File: src/rtl/dispatch_pkg.sv
// Dispatch FSM states and request queue sizing.
// At most floor_count requests are pending, so the queue never fills.

package dispatch_pkg;

    ////////////////////////////////////////////////////////////////////////////
    // Request queue
    ////////////////////////////////////////////////////////////////////////////

    // Entries in the circular buffer
    localparam int queue_depth = 16;

    // Read and write index, wraps at queue_depth
    typedef logic [3:0] queue_ptr_t;

    ////////////////////////////////////////////////////////////////////////////
    // Dispatch FSM
    ////////////////////////////////////////////////////////////////////////////

    // idle     waiting for a queued floor
    // dispatch target loaded, car asked to start
    // travel   car under way
    // arrive   one cycle at the target, lamps cleared
    typedef enum logic [1:0] {
        idle     = 2'd0,
        dispatch = 2'd1,
        travel   = 2'd2,
        arrive   = 2'd3
    } dispatch_state_t;

endpackage

File: src/rtl/floor_pkg.sv
// Floor numbering and per-floor masks for an 11 floor car.
// Floor 0 is the lowest floor. Values above floor_count-1 never name a floor.

package floor_pkg;

    ////////////////////////////////////////////////////////////////////////////
    // Building size
    ////////////////////////////////////////////////////////////////////////////

    // Number of landings served
    localparam int floor_count = 11;

    ////////////////////////////////////////////////////////////////////////////
    // Types
    ////////////////////////////////////////////////////////////////////////////

    // Floor number, 0 to floor_count-1
    typedef logic [3:0] floor_t;

    // One bit per floor, bit 0 is the lowest floor
    // Used for buttons and lamps alike
    typedef logic [floor_count-1:0] floor_mask_t;

endpackage

File: src/rtl/dispatch_control.sv
// Dispatch FSM serving queued floors first come, first served.
// activate_elevator drops at once when power is lost or emergency is raised.
// Door permissions are registered and lag the buttons by one cycle.

`timescale 1ns/100ps

module dispatch_control (
    input  logic              clock,
    input  logic              reset_n,
    input  logic              queue_empty,
    input  floor_pkg::floor_t head_floor,
    input  floor_pkg::floor_t current_floor,
    input  logic              elevator_moving,
    input  logic              power_switch,
    input  logic              emergency_button,
    input  logic              door_open_button,
    input  logic              door_close_button,
    output logic              pop,
    output logic              arrived,
    output floor_pkg::floor_t target_floor,
    output logic              direction_up,
    output logic              activate_elevator,
    output logic              door_open_allowed,
    output logic              door_close_allowed
);
    import dispatch_pkg::*;

    dispatch_state_t state;
    dispatch_state_t state_next;
    logic            enabled;
    logic            at_target;

    assign enabled   = power_switch && !emergency_button;
    assign at_target = (target_floor == current_floor);

    ////////////////////////////////////////////////////////////////////////////
    // State machine
    ////////////////////////////////////////////////////////////////////////////

    always_comb begin
        state_next = state;
        case (state)
            idle: begin
                if (pop) begin
                    state_next = dispatch;
                end
            end
            dispatch: begin
                // Already there, nothing to move
                if (at_target) begin
                    state_next = arrive;
                end else if (elevator_moving) begin
                    state_next = travel;
                end
            end
            travel: begin
                if (!elevator_moving) begin
                    state_next = at_target ? arrive : dispatch;
                end
            end
            arrive: begin
                state_next = idle;
            end
            default: begin
                state_next = idle;
            end
        endcase
    end

    always_ff @(posedge clock or negedge reset_n) begin
        if (!reset_n) begin
            state        <= idle;
            target_floor <= '0;
        end else begin
            state <= state_next;
            // Head is loaded on the same edge that the queue advances
            if (pop) begin
                target_floor <= head_floor;
            end
        end
    end

    // Take a new floor only with the car stopped and the controller enabled
    assign pop = (state == idle) && enabled && !elevator_moving && !queue_empty;

    assign arrived           = (state == arrive);
    assign activate_elevator = (state == dispatch) && enabled;
    assign direction_up      = (target_floor > current_floor);

    ////////////////////////////////////////////////////////////////////////////
    // Door permissions
    ////////////////////////////////////////////////////////////////////////////

    always_ff @(posedge clock or negedge reset_n) begin
        if (!reset_n) begin
            door_open_allowed  <= 1'b0;
            door_close_allowed <= 1'b0;
        end else begin
            door_open_allowed  <= !elevator_moving && power_switch && door_open_button;
            door_close_allowed <= !elevator_moving && power_switch && door_close_button;
        end
    end

endmodule

File: src/rtl/floor_request_top.sv
// Floor request controller top level.
// The car motion controller is outside and drives current_floor and elevator_moving.

`timescale 1ns/100ps

module floor_request_top (
    input  logic                   clock,
    input  logic                   reset_n,
    input  floor_pkg::floor_mask_t floor_call_buttons,
    input  floor_pkg::floor_mask_t panel_buttons,
    input  logic                   door_open_button,
    input  logic                   door_close_button,
    input  logic                   emergency_button,
    input  logic                   power_switch,
    input  floor_pkg::floor_t      current_floor,
    input  logic                   elevator_moving,
    output floor_pkg::floor_t      target_floor,
    output logic                   direction_up,
    output logic                   activate_elevator,
    output floor_pkg::floor_mask_t call_button_lights,
    output floor_pkg::floor_mask_t panel_button_lights,
    output logic                   door_open_allowed,
    output logic                   door_close_allowed
);
    import floor_pkg::*;

    logic   new_request;
    floor_t new_floor;
    logic   queue_empty;
    floor_t head_floor;
    logic   pop;
    logic   arrived;

    // Buttons and lamps
    request_latch request_latch_i (
        .clock               (clock),
        .reset_n             (reset_n),
        .floor_call_buttons  (floor_call_buttons),
        .panel_buttons       (panel_buttons),
        .current_floor       (current_floor),
        .power_switch        (power_switch),
        .emergency_button    (emergency_button),
        .arrived             (arrived),
        .call_button_lights  (call_button_lights),
        .panel_button_lights (panel_button_lights),
        .new_request         (new_request),
        .new_floor           (new_floor)
    );

    // Pending floors in arrival order
    request_queue request_queue_i (
        .clock       (clock),
        .reset_n     (reset_n),
        .new_request (new_request),
        .new_floor   (new_floor),
        .pop         (pop),
        .queue_empty (queue_empty),
        .head_floor  (head_floor)
    );

    dispatch_control dispatch_control_i (
        .clock              (clock),
        .reset_n            (reset_n),
        .queue_empty        (queue_empty),
        .head_floor         (head_floor),
        .current_floor      (current_floor),
        .elevator_moving    (elevator_moving),
        .power_switch       (power_switch),
        .emergency_button   (emergency_button),
        .door_open_button   (door_open_button),
        .door_close_button  (door_close_button),
        .pop                (pop),
        .arrived            (arrived),
        .target_floor       (target_floor),
        .direction_up       (direction_up),
        .activate_elevator  (activate_elevator),
        .door_open_allowed  (door_open_allowed),
        .door_close_allowed (door_close_allowed)
    );

endmodule

File: src/rtl/request_latch.sv
// Button acceptance and lamp storage.
// One floor is pushed per cycle at most; unaccepted buttons must be held.
// Presses at current_floor are ignored, as are all presses while disabled.

`timescale 1ns/100ps

module request_latch (
    input  logic                   clock,
    input  logic                   reset_n,
    input  floor_pkg::floor_mask_t floor_call_buttons,
    input  floor_pkg::floor_mask_t panel_buttons,
    input  floor_pkg::floor_t      current_floor,
    input  logic                   power_switch,
    input  logic                   emergency_button,
    input  logic                   arrived,
    output floor_pkg::floor_mask_t call_button_lights,
    output floor_pkg::floor_mask_t panel_button_lights,
    output logic                   new_request,
    output floor_pkg::floor_t      new_floor
);
    import floor_pkg::*;

    logic        enabled;
    floor_mask_t cur_mask;
    floor_mask_t lit;
    floor_mask_t qualify;
    floor_mask_t accept_mask;
    floor_mask_t grant;
    floor_mask_t clear_mask;
    logic        pick_valid;
    floor_t      pick_floor;

    ////////////////////////////////////////////////////////////////////////////
    // Accept rule
    ////////////////////////////////////////////////////////////////////////////

    assign enabled  = power_switch && !emergency_button;
    assign cur_mask = floor_mask_t'(1) << current_floor;
    assign lit      = call_button_lights | panel_button_lights;

    // A floor qualifies when pressed on either side, not here and not yet lit
    assign qualify = {floor_count{enabled}} & (floor_call_buttons | panel_buttons)
                   & ~cur_mask & ~lit;

    // Lowest qualifying floor wins, so scan downwards and keep the last hit
    always_comb begin
        pick_valid = 1'b0;
        pick_floor = '0;
        for (int i = floor_count - 1; i >= 0; i--) begin
            if (qualify[i]) begin
                pick_valid = 1'b1;
                pick_floor = floor_t'(i);
            end
        end
    end

    assign accept_mask = pick_valid ? (floor_mask_t'(1) << pick_floor) : '0;

    // Already lit floors may light their other lamp without a new push
    assign grant = accept_mask | ({floor_count{enabled}} & lit & ~cur_mask);

    assign clear_mask = arrived ? cur_mask : '0;

    ////////////////////////////////////////////////////////////////////////////
    // Lamps and push strobe
    ////////////////////////////////////////////////////////////////////////////

    always_ff @(posedge clock or negedge reset_n) begin
        if (!reset_n) begin
            call_button_lights  <= '0;
            panel_button_lights <= '0;
            new_request         <= 1'b0;
        end else begin
            call_button_lights  <= (call_button_lights | (floor_call_buttons & grant))
                                 & ~clear_mask;
            panel_button_lights <= (panel_button_lights | (panel_buttons & grant))
                                 & ~clear_mask;
            new_request         <= pick_valid;
        end
    end

    // Floor number only matters while new_request is high
    always_ff @(posedge clock) begin
        new_floor <= pick_floor;
    end

endmodule

File: src/rtl/request_queue.sv
// Circular FIFO of accepted floor numbers, oldest at head_floor.
// The head is readable without a pop. A push into a full queue is not guarded.

`timescale 1ns/100ps

module request_queue (
    input  logic              clock,
    input  logic              reset_n,
    input  logic              new_request,
    input  floor_pkg::floor_t new_floor,
    input  logic              pop,
    output logic              queue_empty,
    output floor_pkg::floor_t head_floor
);
    import floor_pkg::*;
    import dispatch_pkg::*;

    floor_t                       entries [queue_depth];
    queue_ptr_t                   wr_ptr;
    queue_ptr_t                   rd_ptr;
    logic [$clog2(queue_depth):0] count;

    // Entry at wr_ptr takes the pushed floor
    always_ff @(posedge clock) begin
        if (new_request) begin
            entries[wr_ptr] <= new_floor;
        end
    end

    // Pointers wrap on their own at queue_depth
    always_ff @(posedge clock or negedge reset_n) begin
        if (!reset_n) begin
            wr_ptr <= '0;
            rd_ptr <= '0;
            count  <= '0;
        end else begin
            if (new_request) begin
                wr_ptr <= wr_ptr + 1'b1;
            end
            if (pop) begin
                rd_ptr <= rd_ptr + 1'b1;
            end
            case ({new_request, pop})
                2'b10:   count <= count + 1'b1;
                2'b01:   count <= count - 1'b1;
                default: count <= count;
            endcase
        end
    end

    assign queue_empty = (count == '0);
    assign head_floor  = entries[rd_ptr];

endmodule

File: config.mk
export PLATFORM = sky130hd
export DESIGN_NAME = floor_request_top
export DESIGN_NICKNAME = d
export VERILOG_FILES = /design/src/rtl/dispatch_pkg.sv /design/src/rtl/floor_pkg.sv /design/src/rtl/dispatch_control.sv /design/src/rtl/floor_request_top.sv /design/src/rtl/request_latch.sv /design/src/rtl/request_queue.sv
export SDC_FILE = /design/constraint.sdc
export NUM_CORES = 1
export LEC_CHECK = 0
export BUFFER_PORTS_ARGS = -buffer_cell sky130_fd_sc_hd__buf_2
export CORE_ASPECT_RATIO = 1.1
export CORE_UTILIZATION = 45
export DETAILED_ROUTE_END_ITERATION = 8
export PLACE_DENSITY_LB_ADDON = 0.08
export SLEW_MARGIN = 20
export SYNTH_ARGS = -nofsm -noshare
export SYNTH_HDL_FRONTEND = slang
export SYNTH_SLANG_ARGS = --single-unit
File: constraint.sdc
create_clock -name clock -period 3.36 [get_ports clock]
set_input_delay 0.168 -clock clock [delete_from_list [all_inputs] [get_ports clock]]
set_output_delay 0.168 -clock clock [all_outputs]
set_load 0.02 [all_outputs]
# Word-level counts from Yosys, hierarchy flattened

Memory sizes are Yosys's and may differ from the RTL's. A register that Yosys moved wholly into a read port is not among the register bits.
Index checks and enable logic that the tools add are counted.
Widths: inputs -> output; s select.

$lt $le $gt $ge: 1
Reductions and logical operators: 16
Eq/ne operators: 9
Multiplexer cells: 33
$add $sub $neg: 4
Shift-type cells: 2
Bitwise gates (word level): 17

Operators with widths:

| kind                 | number |
|---|---|
| $and 11x11->11       | 9 |
| $or 11x11->11        | 5 |
| $mux 4               | 11 |
| $not 11->11          | 3 |
| $mux 11              | 2 |
| $shl 1x4->11 const A | 2 |
| $mux 1               | 13 |
| $mux 2               | 5 |
| $pmux 5 s2           | 1 |
| $add 4x1->4 const B  | 2 |
| $logic_and 1x1->1    | 8 |
| $pmux 2 s4           | 1 |
| $eq 2x2->1 const B   | 3 |
| $add 5x1->5 const B  | 1 |
| $logic_not 5->1      | 1 |
| $sub 5x1->5 const B  | 1 |
| $eq 2x1->1 const B   | 2 |
| $eq 4x4->1           | 1 |
| $gt 4x4->1           | 1 |
| $logic_not 1->1      | 4 |
| $ne 2x2->1 const B   | 2 |
| $ne 3x2->1 const B   | 1 |
| $reduce_and 3->1     | 1 |
| $logic_not 2->1      | 1 |
| $reduce_bool 2->1    | 1 |

Output and inout bits: 30
Word-level logic and storage cells: 93
Flip-flop bits (word level): 44
Memories kept: 1
Input bits: 33
Bits in writable memories: 64

Memory list:

| memory                  | words | width | rd ports | clocked after Yosys merged registers in | write ports | RTL line            | source |
|---|---|---|---|---|---|---|---|
| request_queue_i.entries | 16    | 4     | 1        | 1                                       | 1           | request_queue.sv:18 | `floor_t entries [queue_depth];` |

# Longest topological paths before layout

Depth after elaboration: 22
Gate-level depth with buffers: 15
Mapped depth without buffers: 12

# Cells and area by module

From an unflattened synthesis, not the netlist that was laid out.

Cells, all modules: 437
Area, all modules: 5620.4 µm²

Modules (own cells, without submodules):

| module           | sequential area each (µm²) | instances | cells each | area an instance (µm²) |
|---|---|---|---|---|
| request_queue    | 2247.2                     | 1         | 197        | 3389.5 |
| request_latch    | 655.6                      | 1         | 200        | 1756.7 |
| dispatch_control | 200.2                      | 1         | 40         | 474.2 |

# Least setup slack after synthesis

No wires, ideal clock.

Kind: input to register
Start: in emergency_button
End: reg request_queue_i.count[4]
Slack: 0.599 ns
Data required time: 3.235 ns
Setup time: 0.125 ns
Stages: 15
Data arrival time: 2.636 ns
Buffers on the path: 3
Cells stage by stage: nand2b_1 buf_2 clkbuf_1 or4_1 a21oi_1 buf_2 ha_1 inv_1 fa_1 inv_1 a21o_1 a21oi_1 xnor2_1 nor2_1 xor2_1

Cells in the longest elaborated chain, start to end: 7
Elaborated cells between the ends (all ways): 9
Classes of those cells: 2 x eq/ne; 1 x mux; 6 x reduce/logical

Ends and longest elaborated chain:

| item                                                   | RTL line                | source |
|---|---|---|
| from (decl)                                            | floor_request_top.sv:13 | `input logic emergency_button,` |
| $logic_not 1->1 *                                      | dispatch_control.sv:33  | `assign enabled = power_switch && !emergency_button;` |
| $logic_and 1x1->1 *                                    | dispatch_control.sv:33  |  |
| $logic_and 1x1->1 * (3 in series)                      | dispatch_control.sv:84  | `assign pop = (state == idle) && enabled && !elevator_moving && !queue_empty;` |
| net dispatch_control_i.pop                             | dispatch_control.sv:18  | `output logic pop,` |
| $eq 2x1->1 / $eq 2x2->1 (equally long branches)        | request_queue.sv:43     | `case ({new_request, pop})` |
| $pmux 5 s2 / $reduce_bool 2->1 (equally long branches) | -                       |  |
| to (signal assigned)                                   | request_queue.sv:44     | `2'b10: count <= count + 1'b1;` |
| to (signal assigned)                                   | request_queue.sv:45     | `2'b01: count <= count - 1'b1;` |
| to (signal assigned)                                   | request_queue.sv:46     | `default: count <= count;` |
| to (decl)                                              | request_queue.sv:21     | `logic [$clog2(queue_depth):0] count;` |

Mark *: on every way through the listed nets, which the timed path passes. The rest lies on a longest branch.
A chain may end at the register's enable or synchronous reset.

# Worst setup path in the final report

Start: reg dispatch_control_i.state[1]
End: reg request_queue_i.count[4]

Cells in the longest elaborated chain, start to end: 6
Elaborated cells between the ends (all ways): 8
Classes of those cells: 2 x eq/ne; 1 x mux; 5 x reduce/logical

Ends and longest elaborated chain:

| item                                                   | RTL line               | source |
|---|---|---|
| from (decl)                                            | dispatch_control.sv:28 | `dispatch_state_t state;` |
| from (signal assigned)                                 | dispatch_control.sv:72 | `state <= idle;` |
| from (signal assigned)                                 | dispatch_control.sv:75 | `state <= state_next;` |
| $logic_not 2->1 *                                      | dispatch_control.sv:84 |  |
| $logic_and 1x1->1 * (3 in series)                      | dispatch_control.sv:84 |  |
| $eq 2x1->1 / $eq 2x2->1 (equally long branches)        | request_queue.sv:43    |  |
| $pmux 5 s2 / $reduce_bool 2->1 (equally long branches) | -                      |  |

Every way passes the cells marked *; elsewhere a longest branch is shown, timed or not.

==> summary.txt <==
Global routing
  • First-pass GRT wire length: 19600 microns
  • Initial antenna violation count: 0
  • Vias in the first global route: 3725
  • Overall overflow remaining after global route: 0
  • Largest net degree at the start of global routing: 45
  • Total routing resource utilization after global routing: 0.206

Final layout
  • Layout area overhead: 13.9%
  • Share of post-route cells with drive strength above 1: 0.259
  • Net total in the final layout: between 500 and 600
  • N_diodes: 0
  • Fillers: ~1100

Timing
  • Final Hold Vio Count: 0
  • Max-slew violation count: 0
  • Worst Tran Pin Value: 880 ps
  • Final period demand of the worst path: 2600 ps
  • Maximum clock rate: 384 MHz
  • Largest clock skew in the final design: roughly 6.3 ps
  • Unrepaired setup endpoints after global routing: false
  • Final critical-path share of the clock period: 0.775
  • Final setup violation count: 0
  • Setup total negative slack: 0 ps
  • Max-Slew Margin vs Limit: 0.414
  • Min Hold Slack: 53.1 ps

Synth
  • Top-count cell post-synth: edfxtp_1
  • List of most frequent post-synthesis cells: edfxtp_1 (64), nor2_1 (45), dfrtp_1 (44)
  • #FFs+latches synth: 112
  • Share of synthesized flip-flops with an asynchronous set or reset: 0.393
  • Area fraction in compound gates after synthesis: 0.142
  • Gate count after technology mapping: 438
  • Sequential area share after synthesis: 0.563
  • Xor and xnor area share after synthesis: 0.0191
  • Distinct cell type count of the synthesized netlist: 64
  • Share of synthesized area spent on multiplexers: 0.0898
  • Post-synth top area cell: edfxtp_1
  • Most instantiated flip-flop cell in the synthesis netlist: edfxtp_1
  • Mean instance size in the synthesized netlist: 12.6 sq um
  • Biggest area contributors in the synthesized netlist: edfxtp_1 (35%), dfrtp_1 (20%), mux4_2 (8.2%), nor2_1 (3.1%), ha_1 (2.9%)
  • Post-synth EDFFs: 64
  • Area share of the leading cell type in the synthesized netlist: 0.348
  • Adder-cell share of the synthesized area: 0.0331
  • Cell area after technology mapping: 5520 sq um
  • Post-synth net total: 485
  • Main combinational cell family by area after synthesis: compound AO/OA/AOI/OAI gates
  • Yosys warnings: 0
  • Post-synthesis simple-gate area fraction: 0.126

Die
  • Site row count: 42
  • Standard cell core area: roughly 12000 sq um
  • Full die area: around 13000 sq um
  • Die extent in x: about 110 microns
  • Die Ht: 118 microns
  • Initial Utilization: 0.460
  • Number of primary I/O pins: 63

Route
  • Residual DRC count: 0
  • Pre-Repair DR Iteration Count: 5
  • Via count: 3729
  • Number of violations reported at the end of detailed-routing iteration 0: 238
  • Average wire per cell in the routed design: 18.5 microns
  • Via-per-instance ratio: 5.68
  • Count of antenna-violating nets left after detailed routing: 0
  • Post-Route WL: 12100 microns

Worst setup path
  • Startpoint types: flip-flop
  • Origin of the critical flop-to-flop path: dispatch_control_i.state[1]$_DFFE_PN0P_
  • Critical path data arrival time: 2840 ps
  • Capturing element type of the critical path: flip-flop
  • Critical path required time: ~3600 ps
  • R2R Setup Slk: 760 ps
  • Worst setup startpoint: dispatch_control_i.state[1]$_DFFE_PN0P_
  • Largest fanout on the critical path: 7
  • Setup CP Type: reg2reg

CTS
  • Total of cells resized after clock tree synthesis: 0
  • Clock network latency to the later pin of the worst-skew pair: 350 ps
  • Clock slew seen by the registers of the worst setup and hold paths: approximately 70 ps
  • Max Root-Sink Buffers: 2
  • CTS Buf Count: 9
  • CTS tree: done
  • Sink Count: 112
  • Cell chosen for the clock root: clkbuf_16
  • H-tree lvl count: 3

Min path
  • Hold_sp: elevator_moving
  • Worst min path class: in2reg

Placed design
  • Count of input and output buffers: 62
  • Final Wtd Congestion: roughly 0.9
  • HPWL after detailed placement: 8910 microns

Run
  • Max_cap viols: 0

Outcome
  • Run status: complete, no violations

Pwr
  • Peak ir drop on the vdd network: 0.442 mV
  • Leakage: 2.49 nW
  • Cell area power density: 772 nW/um^2
## sequential cells by signal (all words and copies together), names as in the netlist
signal                                 flops
dispatch_control_i.target_floor            4
request_queue_i.rd_ptr                     4
dispatch_control_i.state                   2
request_latch_i.call_button_lights        11
dispatch_control_i.door_open_allowed       1
request_latch_i.new_request                1
request_latch_i.new_floor                  4
request_queue_i.count                      5
request_latch_i.panel_button_lights       11
request_queue_i.entries                   64
request_queue_i.wr_ptr                     4
dispatch_control_i.door_close_allowed      1
## critical path, cell delays in order, from the launching register on
cell	delay [ps]
dfrtp_1	450
or4_1	520
a21oi_1	170
ha_1	250
inv_1	100
fa_1	400
inv_1	70
a21o_1	110
a21oi_1	70
xnor2_1	140
nor2_1	60
xor2_1	140
## per-layer routing
| layer | part of all wire | wire length, microns | global-route usage | vias to the layer above |
|---|---|---|---|---|
| met5 | 0 | 0 | 0 | - |
| met4 | 0.018 | 217 | 0.0779 | 0 |
| met3 | 0.046 | 561 | 0.0349 | 16 |
| met2 | 0.50 | 6070 | 0.337 | 92 |
| met1 | 0.43 | 5260 | 0.272 | 1846 |
| li1 | - | - | - | 1775 |
## worst paths after layout
kind	endpoint	cells past startpoint
max	request_queue_i.count[4]$_DFFE_PN0P_	11
max in group asynchronous	request_latch_i.call_button_lights[9]$_DFF_PN0_	2
max reg2reg	request_queue_i.count[4]$_DFFE_PN0P_	11
min	dispatch_control_i.state[0]$_DFFE_PN0P_	2
min in group asynchronous	request_queue_i.count[3]$_DFFE_PN0P_	2
min reg2reg	request_queue_i.count[4]$_DFFE_PN0P_	1
## timing repair
action	in CTS	in global routing
buffers inserted	0	0
endpoints found under the setup margin	0	0
hold buffers	0	1
endpoints found under the hold margin	0	44
## area by class of cell
| cell class | instances | area [sq um] | share of cell area |
|---|---|---|---|
| clock buffers | 9 | 225 | 0.0359 |
| repair buffers | 67 | 353 | 0.0562 |
| well taps | 154 | 193 | 0.0307 |
| inverters | 16 | 60.1 | 0.00956 |
| flip-flops and latches | 112 | 3100 | 0.494 |
| clock inverters | 7 | 86.3 | 0.0137 |
| multi-input cells | 291 | 2260 | 0.360 |
## logic make-up (layout without fill, tap and decap cells)
logic type / Yosys count / count (layout)
muxes: 24 / 24
adders and majority gates: 14 / 14
DFF: 112 / 112
xor gates and xnor gates: 12 / 12
buffers and inverters: 35 / 99
and+or+nand+nor: 133 / 133
AOI/OAI and AO/OA: 108 / 108
## through the flow
| step | utilization | std cells | cell area [sq um] | setup slack (ps) | power, mW |
|---|---|---|---|---|---|
| final | 0.524 | 656 | 6280 | 757 | 4.85 |
| after global routing | 0.524 | 656 | 6280 | 521 | 5.17 |
| after CTS | 0.523 | 655 | 6270 | 740 | 4.90 |
| after detailed placement | 0.497 | 639 | 5960 | 747 | 3.78 |
| after global placement | 0.497 | 639 | 5960 | 823 | 3.74 |
| after floorplan | - | 438 | 5520 | 599 | 3.29 |
## report_power, final
group	leakage, nW	internal [mW]	switching [mW]
combinational	1.18	0.723	0.811
sequential	1.15	1.84	0.367
clock	0.155	0.596	0.516
## cell usage in the layout (no fill, tap or decap), types with 3 or more instances in the layout
| cell | count |
|---|---|
| edfxtp_1 | 64 |
| buf_2 | 61 |
| nor2_1 | 45 |
| dfrtp_1 | 44 |
| a21oi_1 | 30 |
| nand2_1 | 27 |
| mux4_2 | 20 |
| o21ai_0 | 17 |
| inv_1 | 15 |
| ha_1 | 13 |
| nor3_1 | 11 |
| clkbuf_16 | 9 |
| and2_1 | 8 |
| a21o_1 | 8 |
| nand2b_1 | 7 |
| or2_2 | 7 |
| xnor2_1 | 7 |
| nor2b_1 | 6 |
| o21a_1 | 6 |
| xor2_1 | 5 |
| buf_4 | 5 |
| nand4_1 | 4 |
| o21ai_1 | 4 |
| a21boi_0 | 4 |
| a211oi_1 | 4 |
| a31o_2 | 4 |
| o211a_1 | 4 |
| mux2_2 | 4 |
| dfxtp_1 | 4 |
| a2111oi_2 | 3 |
| o2111ai_1 | 3 |
| a2111o_1 | 3 |
| a211o_1 | 3 |
| and3_1 | 3 |
| inv_8 | 3 |
Power figures use the tool's default switching activity.
